[config.mk]
export PLATFORM = sky130hd
export DESIGN_NAME = cpu_top
export DESIGN_NICKNAME = d
export VERILOG_FILES = /design/src/cpu_pkg.sv /design/src/ifu.sv /design/src/idu.sv /design/src/gpr_file.sv /design/src/exu.sv /design/src/cpu_top.sv
export SDC_FILE = /design/constraint.sdc
export NUM_CORES = 2
export LEC_CHECK = 0
export BUFFER_PORTS_ARGS = -buffer_cell sky130_fd_sc_hd__clkbuf_2
export CELL_PAD_IN_SITES_DETAIL_PLACEMENT = 0
export CELL_PAD_IN_SITES_GLOBAL_PLACEMENT = 1
export CORE_MARGIN = 8
export CORE_UTILIZATION = 50
export DETAILED_ROUTE_END_ITERATION = 10
export GPL_ROUTABILITY_DRIVEN = 0
export GPL_TIMING_DRIVEN = 0
export PLACE_DENSITY_LB_ADDON = 0.1
export REMOVE_ABC_BUFFERS = 1
export SLEW_MARGIN = 20
export SYNTH_ARGS = -nofsm -noshare
export SYNTH_HDL_FRONTEND = slang
export SYNTH_SLANG_ARGS = --single-unit
[constraint.sdc]
create_clock -name clk -period 8.4 [get_ports clk]
set_input_delay 2.52 -clock clk [delete_from_list [all_inputs] [get_ports clk]]
set_output_delay 2.52 -clock clk [all_outputs]
set_load 0.005 [all_outputs]
[src/cpu_pkg.sv]
package cpu_pkg;

    // Datapath widths
    localparam int xlen       = 32;
    localparam int reg_addr_w = 5;

    // First fetch address after reset
    localparam logic [xlen-1:0] reset_pc = 32'h8000_0000;

    // Major opcodes
    localparam logic [6:0] op_imm    = 7'b0010011;
    localparam logic [6:0] op_lui    = 7'b0110111;
    localparam logic [6:0] op_auipc  = 7'b0010111;
    localparam logic [6:0] op_system = 7'b1110011;

    // funct3 and funct12 values of the kept instructions
    localparam logic [2:0]  f3_addi    = 3'b000;
    localparam logic [2:0]  f3_priv    = 3'b000;
    localparam logic [11:0] f12_ebreak = 12'h001;

    localparam logic [1:0] axi_resp_okay = 2'b00;

    typedef enum logic [1:0] {
        cmd_nop,
        cmd_add,
        cmd_pass,
        cmd_halt
    } cmd_e;

    typedef struct packed {
        cmd_e                  cmd;
        logic [xlen-1:0]       src1;
        logic [xlen-1:0]       src2;
        logic [reg_addr_w-1:0] rd;
        logic                  wen;
    } dec_t;

    typedef enum logic [1:0] {
        cause_none,
        cause_ebreak,
        cause_bus_error
    } halt_cause_e;

    // AXI4-Lite read channels with prot tied to zero
    typedef struct packed {
        logic            valid;
        logic [xlen-1:0] addr;
    } axi_ar_t;

    typedef struct packed {
        logic            valid;
        logic [xlen-1:0] data;
        logic [1:0]      resp;
    } axi_r_t;

    typedef struct packed {
        logic                  valid;
        logic [xlen-1:0]       pc;
        logic [reg_addr_w-1:0] rd;
        logic                  wen;
        logic [xlen-1:0]       data;
    } retire_t;

endpackage

[src/ifu.sv]
`timescale 1ns/10ps

module ifu (
    input  logic                     clk,
    input  logic                     rst_n,
    input  logic                     arready,
    input  cpu_pkg::axi_r_t          r,
    input  logic                     halt_req,
    output cpu_pkg::axi_ar_t         ar,
    output logic                     rready,
    output logic [cpu_pkg::xlen-1:0] inst,
    output logic [cpu_pkg::xlen-1:0] inst_pc,
    output logic                     inst_valid,
    output logic                     halted,
    output cpu_pkg::halt_cause_e     halt_cause
);
    import cpu_pkg::*;

    typedef enum logic [1:0] {
        st_addr,
        st_data,
        st_exec
    } state_e;

    state_e          state;
    logic [xlen-1:0] pc;
    logic            arvalid_q;
    logic            ar_fire;
    logic            r_fire;

    // Next fetch is queued at retire, masked while ebreak is reported
    always_comb begin
        ar.valid = arvalid_q && !halt_req;
        ar.addr  = pc;
    end

    assign ar_fire = ar.valid && arready;
    assign r_fire  = r.valid && rready;
    assign inst_pc = pc;

    always_ff @(posedge clk) begin
        if (!rst_n) begin
            state      <= st_addr;
            pc         <= reset_pc;
            arvalid_q  <= 1'b0;
            rready     <= 1'b0;
            inst_valid <= 1'b0;
            halted     <= 1'b0;
            halt_cause <= cause_none;
        end else if (halt_req) begin
            // Drop the queued fetch and stop for good
            arvalid_q  <= 1'b0;
            halted     <= 1'b1;
            halt_cause <= cause_ebreak;
        end else begin
            case (state)
                st_addr: begin
                    if (ar_fire) begin
                        arvalid_q <= 1'b0;
                        rready    <= 1'b1;
                        state     <= st_data;
                    end else if (!halted) begin
                        arvalid_q <= 1'b1;
                    end
                end
                st_data: begin
                    if (r_fire) begin
                        rready <= 1'b0;
                        if (r.resp != axi_resp_okay) begin
                            halted     <= 1'b1;
                            halt_cause <= cause_bus_error;
                            state      <= st_addr;
                        end else begin
                            inst_valid <= 1'b1;
                            state      <= st_exec;
                        end
                    end
                end
                st_exec: begin
                    // Instruction retires on this edge
                    inst_valid <= 1'b0;
                    pc         <= pc + xlen'(4);
                    arvalid_q  <= 1'b1;
                    state      <= st_addr;
                end
                default: begin
                    state <= st_addr;
                end
            endcase
        end
    end

    // Fetched word
    always_ff @(posedge clk) begin
        if (r_fire) begin
            inst <= r.data;
        end
    end

endmodule

[src/idu.sv]
`timescale 1ns/10ps

module idu (
    input  logic [cpu_pkg::xlen-1:0]       inst,
    input  logic [cpu_pkg::xlen-1:0]       pc,
    input  logic [cpu_pkg::xlen-1:0]       rdata,
    output logic [cpu_pkg::reg_addr_w-1:0] raddr,
    output cpu_pkg::dec_t                  dec
);
    import cpu_pkg::*;

    typedef enum logic [1:0] {
        imm_n,
        imm_i,
        imm_u
    } imm_e;

    logic [6:0]      opcode;
    logic [2:0]      funct3;
    logic [11:0]     funct12;
    imm_e            imm_type;
    logic [xlen-1:0] imm;
    logic            rs1_ren;

    assign opcode  = inst[6:0];
    assign funct3  = inst[14:12];
    assign funct12 = inst[31:20];

    assign raddr = rs1_ren ? inst[19:15] : '0;

    // Immediate format per opcode
    always_comb begin
        case (opcode)
            op_imm:            imm_type = (funct3 == f3_addi) ? imm_i : imm_n;
            op_lui, op_auipc:  imm_type = imm_u;
            default:           imm_type = imm_n;
        endcase
    end

    always_comb begin
        case (imm_type)
            imm_i:   imm = {{(xlen-12){inst[31]}}, inst[31:20]};
            imm_u:   imm = {inst[31:12], 12'b0};
            default: imm = '0;
        endcase
    end

    always_comb begin
        rs1_ren  = 1'b0;
        dec.cmd  = cmd_nop;
        dec.src1 = '0;
        dec.src2 = '0;
        dec.rd   = '0;
        dec.wen  = 1'b0;
        case (opcode)
            op_imm: begin
                // addi only
                if (funct3 == f3_addi) begin
                    rs1_ren  = 1'b1;
                    dec.cmd  = cmd_add;
                    dec.src1 = imm;
                    dec.src2 = rdata;
                    dec.wen  = 1'b1;
                end
            end
            op_lui: begin
                dec.cmd  = cmd_pass;
                dec.src2 = imm;
                dec.wen  = 1'b1;
            end
            op_auipc: begin
                dec.cmd  = cmd_add;
                dec.src1 = pc;
                dec.src2 = imm;
                dec.wen  = 1'b1;
            end
            op_system: begin
                if (funct3 == f3_priv && funct12 == f12_ebreak) begin
                    dec.cmd = cmd_halt;
                end
            end
            default: begin
                dec.cmd = cmd_nop;
            end
        endcase
        if (dec.wen) begin
            dec.rd = inst[11:7];
        end
    end

endmodule

[src/gpr_file.sv]
`timescale 1ns/10ps

module gpr_file (
    input  logic                           clk,
    input  logic                           rst_n,
    input  logic [cpu_pkg::reg_addr_w-1:0] raddr,
    input  logic                           wen,
    input  logic [cpu_pkg::reg_addr_w-1:0] waddr,
    input  logic [cpu_pkg::xlen-1:0]       wdata,
    output logic [cpu_pkg::xlen-1:0]       rdata
);
    import cpu_pkg::*;

    localparam int num_regs = 2 ** reg_addr_w;

    // x0 has no storage
    logic [xlen-1:0] regs [1:num_regs-1];

    always_ff @(posedge clk) begin
        if (!rst_n) begin
            for (int i = 1; i < num_regs; i++) begin
                regs[i] <= '0;
            end
        end else if (wen && waddr != '0) begin
            regs[waddr] <= wdata;
        end
    end

    assign rdata = (raddr == '0) ? '0 : regs[raddr];

endmodule

[src/exu.sv]
`timescale 1ns/10ps

module exu (
    input  logic                           clk,
    input  logic                           rst_n,
    input  cpu_pkg::dec_t                  dec,
    input  logic                           inst_valid,
    input  logic [cpu_pkg::xlen-1:0]       inst_pc,
    output logic                           wen,
    output logic [cpu_pkg::reg_addr_w-1:0] waddr,
    output logic [cpu_pkg::xlen-1:0]       wdata,
    output cpu_pkg::retire_t               retire,
    output logic                           halt_req
);
    import cpu_pkg::*;

    logic [xlen-1:0] result;

    always_comb begin
        case (dec.cmd)
            cmd_add:  result = dec.src1 + dec.src2;
            cmd_pass: result = dec.src2;
            default:  result = '0;
        endcase
    end

    // Writeback on the closing edge of the inst_valid cycle
    assign wen   = inst_valid && dec.wen;
    assign waddr = dec.rd;
    assign wdata = result;

    always_ff @(posedge clk) begin
        if (!rst_n) begin
            retire.valid <= 1'b0;
            halt_req     <= 1'b0;
        end else begin
            retire.valid <= inst_valid;
            halt_req     <= inst_valid && (dec.cmd == cmd_halt);
            if (inst_valid) begin
                retire.pc   <= inst_pc;
                retire.rd   <= dec.rd;
                retire.wen  <= dec.wen;
                retire.data <= result;
            end
        end
    end

endmodule

[src/cpu_top.sv]
`timescale 1ns/10ps

module cpu_top (
    input  logic                 clk,
    input  logic                 rst_n,
    input  logic                 arready,
    input  cpu_pkg::axi_r_t      r,
    output cpu_pkg::axi_ar_t     ar,
    output logic                 rready,
    output cpu_pkg::retire_t     retire,
    output logic                 halted,
    output cpu_pkg::halt_cause_e halt_cause
);
    import cpu_pkg::*;

    logic [xlen-1:0]       inst;
    logic [xlen-1:0]       inst_pc;
    logic                  inst_valid;
    logic [reg_addr_w-1:0] raddr;
    logic [xlen-1:0]       rdata;
    dec_t                  dec;
    logic                  gpr_wen;
    logic [reg_addr_w-1:0] gpr_waddr;
    logic [xlen-1:0]       gpr_wdata;
    logic                  halt_req;

    ifu u_ifu (
        .clk        (clk),
        .rst_n      (rst_n),
        .arready    (arready),
        .r          (r),
        .halt_req   (halt_req),
        .ar         (ar),
        .rready     (rready),
        .inst       (inst),
        .inst_pc    (inst_pc),
        .inst_valid (inst_valid),
        .halted     (halted),
        .halt_cause (halt_cause)
    );

    idu u_idu (
        .inst  (inst),
        .pc    (inst_pc),
        .rdata (rdata),
        .raddr (raddr),
        .dec   (dec)
    );

    gpr_file u_gpr_file (
        .clk   (clk),
        .rst_n (rst_n),
        .raddr (raddr),
        .wen   (gpr_wen),
        .waddr (gpr_waddr),
        .wdata (gpr_wdata),
        .rdata (rdata)
    );

    exu u_exu (
        .clk        (clk),
        .rst_n      (rst_n),
        .dec        (dec),
        .inst_valid (inst_valid),
        .inst_pc    (inst_pc),
        .wen        (gpr_wen),
        .waddr      (gpr_waddr),
        .wdata      (gpr_wdata),
        .retire     (retire),
        .halt_req   (halt_req)
    );

endmodule

==> results.ini <==
[timing]
fin_hold_ws_ns=0.481
slew_violations=0
fin_worst_skew_ns=0.0291
fin_crit_ns=8.38
hold_viol_final=0
timing.fmax_ghz=0.119
worst_pin_slew_ns=1.23
rsz0062_at_grt=no
period_share=0.997
slew_headroom=0.183
setup_viol=0

[global_routing]
antenna_found_initial=3
gr-usage-all-layers=0.308
grt_max_degree=72
globalRoute.totalOverflow=0
grt_pass1_vias=36155
grt_pass1_wl_um=261000

[synth]
ys_types=96
synth-xor-area-share=0.00870
synth-adder-area-share=0.00906
synth_edf_count=1123
ys_ff_latch=1163
synthCells=4368
synth_warnings=0
synth-async-reset-ratio=0
yosysSeqAreaShare=0.647
synth_top_family_by_area=simple AND/OR/NAND/NOR gates
synth_top_area_frac=0.632
muxShareOfSynthArea=0.0603
avgSynthCellArea_um2=12.2
syn_area_um2=53300
synth.area.top_cells=edfxtp_1 (63%), nor2_1 (7.7%), mux4_2 (3.3%), nand2_1 (2.1%), mux2i_1 (1.9%)
synth_simple_gate_area_share=0.136
post-synth-top-area-cell=edfxtp_1
synth-compound-area-share=0.102
ys.flop_type=edfxtp_1

[power_and_ir_drop]
peakVddDrop_v=0.000183
p_per_area_nw_per_um2=199
power_leakage_uw=0.0209

[flow_run]
maxCapViolCount=0

[clock_network]
clk_pin_slew_ns=0.06
cts.sinks=1163
holdBufCountCts=0
cts_max_level=3
cts_tree=built
cts_root_buf=clkbuf_16
clock_latency_ns=0.74
clockBufferDepth=3
cts_buffers=120

[detailed_routing]
wl_per_cell_um=30.8
drt_iter0_drc=4727
remaining_drc_errors=0
drt-pass1-iter-count=7
vias=37933
avgViaCountPerCell=6.33
ant_nets=0
drt_wl_total_um=184000

[place]
dp_hpwl_um=126000
io_buffer_count=141

[critical_path]
crit_path_start=u_ifu.inst[2]
crit_chain=or4_4, nor3_4, buf_8, inv_2, nor2_2, a22oi_1, a21oi_1, o21ai_0, a32o_1, ha_1, a2111oi_0, o21ai_0, a211oi_2, o31ai_1, a21oi_1, o21ai_0, xnor2_1, a22oi_2, buf_8, buf_6, nor2_1
worstPathBufferInverterCount=4
rr_startpoint=u_ifu.inst[2]
worstPathMaxFanout=27
cp-start-kind=flip-flop
path_delay_family=compound AO/OA/AOI/OAI gates
cp_slowest_cell=nor2_2
cp-end-kind=flip-flop
crit_type=flip-flop to flip-flop
required_ns=8.85
cp_data_arrival_time_ns=8.83
path_common_cell=o21ai_0
cpPeakStageDelay_ns=0.87

[cells_and_area]
final_common_cell=edfxtp_1
final_nets=4560
layout_common_cells=edfxtp_1 (1,123), nor2_1 (1,082), nand2_1 (262), a21oi_1 (144), clkbuf_2 (140)
fillers=8711
layout-drive-gt1-share=0.178
fin_util=0.578
area_growth_pct=15.4

[floorplan]
die_h_um=343
start_util=0.501
ios=146
dieArea_um2=117000
die_w_um=343
core_area_um2=106000
row_count=120

[status]
outcome=complete, no violations

[hold_path]
hold_path.class=flip-flop to flip-flop
hold_start=u_ifu.halt_cause[1]

sequential cells by signal, summed over array words and instances, names as in the netlist:
signal            count
u_gpr_file.regs    1023
u_ifu.arvalid_q       1
u_ifu.halt_cause      2
u_ifu.halted          1
u_ifu.inst           32
u_ifu.state           2
u_ifu.rready          1
u_exu.retire         69
u_ifu.inst_valid      1
u_exu.halt_req        1
u_ifu.inst_pc        30
metrics by stage:
| stage | area (um^2) | total power [uW] | worst slack, ns | TNS [ns] | cells |
|---|---|---|---|---|---|
| final | 61500 | 12200 | 0.0215 | 0 | 5988 |
| after global routing | 61500 | 12500 | 0.0788 | 0 | 5986 |
| after CTS | 61400 | 12300 | 0.0580 | 0 | 5981 |
| after detailed placement | 57500 | 7090 | -0.553 | -44.53 | 5756 |
| after global placement | 54100 | 7060 | -19.53 | - | 5549 |
| after floorplan | 51600 | 6880 | -6.06 | -5420.15 | 4005 |
worst register-to-register path: stages (launching register included):
cell       delay [ns]
edfxtp_1         0.48
or4_4            0.75
nor3_4           0.49
buf_8            0.24
inv_2            0.41
nor2_2           0.92
a22oi_1          0.17
a21oi_1          0.53
o21ai_0          0.30
a32o_1           0.42
ha_1             0.29
a2111oi_0        0.48
o21ai_0          0.32
a211oi_2         0.53
o31ai_1          0.17
a21oi_1          0.27
o21ai_0          0.18
xnor2_1          0.19
a22oi_2          0.44
buf_8            0.22
buf_6            0.20
nor2_1           0.08
where the power goes:
part | total, uW | switching (uW) | leakage [uW] | internal [uW]
Combinational | 399 | 273 | 0.00717 | 126
Sequential | 6570 | 59.7 | 0.0118 | 6510
Clock | 5260 | 2300 | 0.00188 | 2960
cell families after synthesis:
logic type	Yosys count
compound gates	768
buf+inv	428
xor+xnor	53
mux	218
fa+ha+maj	38
flops	1163
simple gates	1699
other cells	1
synthesized netlist by cell type (all sizes together), types with 12 or more instances:
master	n
a211oi	50
a21o	19
a21oi	148
a221o	15
a221oi	99
a22o	24
a22oi	41
a31oi	28
and2	44
and3	20
buf	218
clkbuf	179
dfxtp	40
edfxtp	1123
ha	37
inv	30
mux2	38
mux2i	101
mux4	79
nand2	297
nand2b	12
nand3	61
nand4	34
nor2	1091
nor2b	19
nor3	30
nor4	16
o211ai	20
o21ai	158
o221ai	13
o22ai	27
or2	34
or3	14
xnor2	33
xor2	20
worst paths after layout:
check                                               end  depth (start not counted)  slack, ns
worst max-delay path            u_gpr_file.regs[31][21]                         21       0.02
worst min register to register      u_ifu.halt_cause[1]                          2       0.48
worst max register to register  u_gpr_file.regs[31][21]                         21       0.02
worst min-delay path                u_ifu.halt_cause[1]                          2       0.48
routing by layer:
metal	vias to the layer above	share of wire	global-route usage
met5	-	0.000060	0
met4	2	0.044	0.124
met3	411	0.10	0.0645
met2	2171	0.46	0.489
met1	19060	0.39	0.414
li1	16289	-	-
timing repair:
action / in CTS / in global routing
resized for setup: 4 / 3
pin swaps: 0 / 1
setup buffers: 4 / 4
endpoints found under the setup margin: 221 / 177
layout make-up:
cell class,count,area (um^2),share of cell area
Sequential cell,1163,34500,0.561
Multi-Input combinational cell,2811,17400,0.283
Timing Repair Buffer,357,3870,0.0629
Clock buffer,154,3270,0.0531
Tap cell,1403,1760,0.0285
Clock inverter,67,588,0.00956
Inverter,31,119,0.00193
Antenna cell,2,5.00,0.0000813
(Power assumes the default switching activity.)
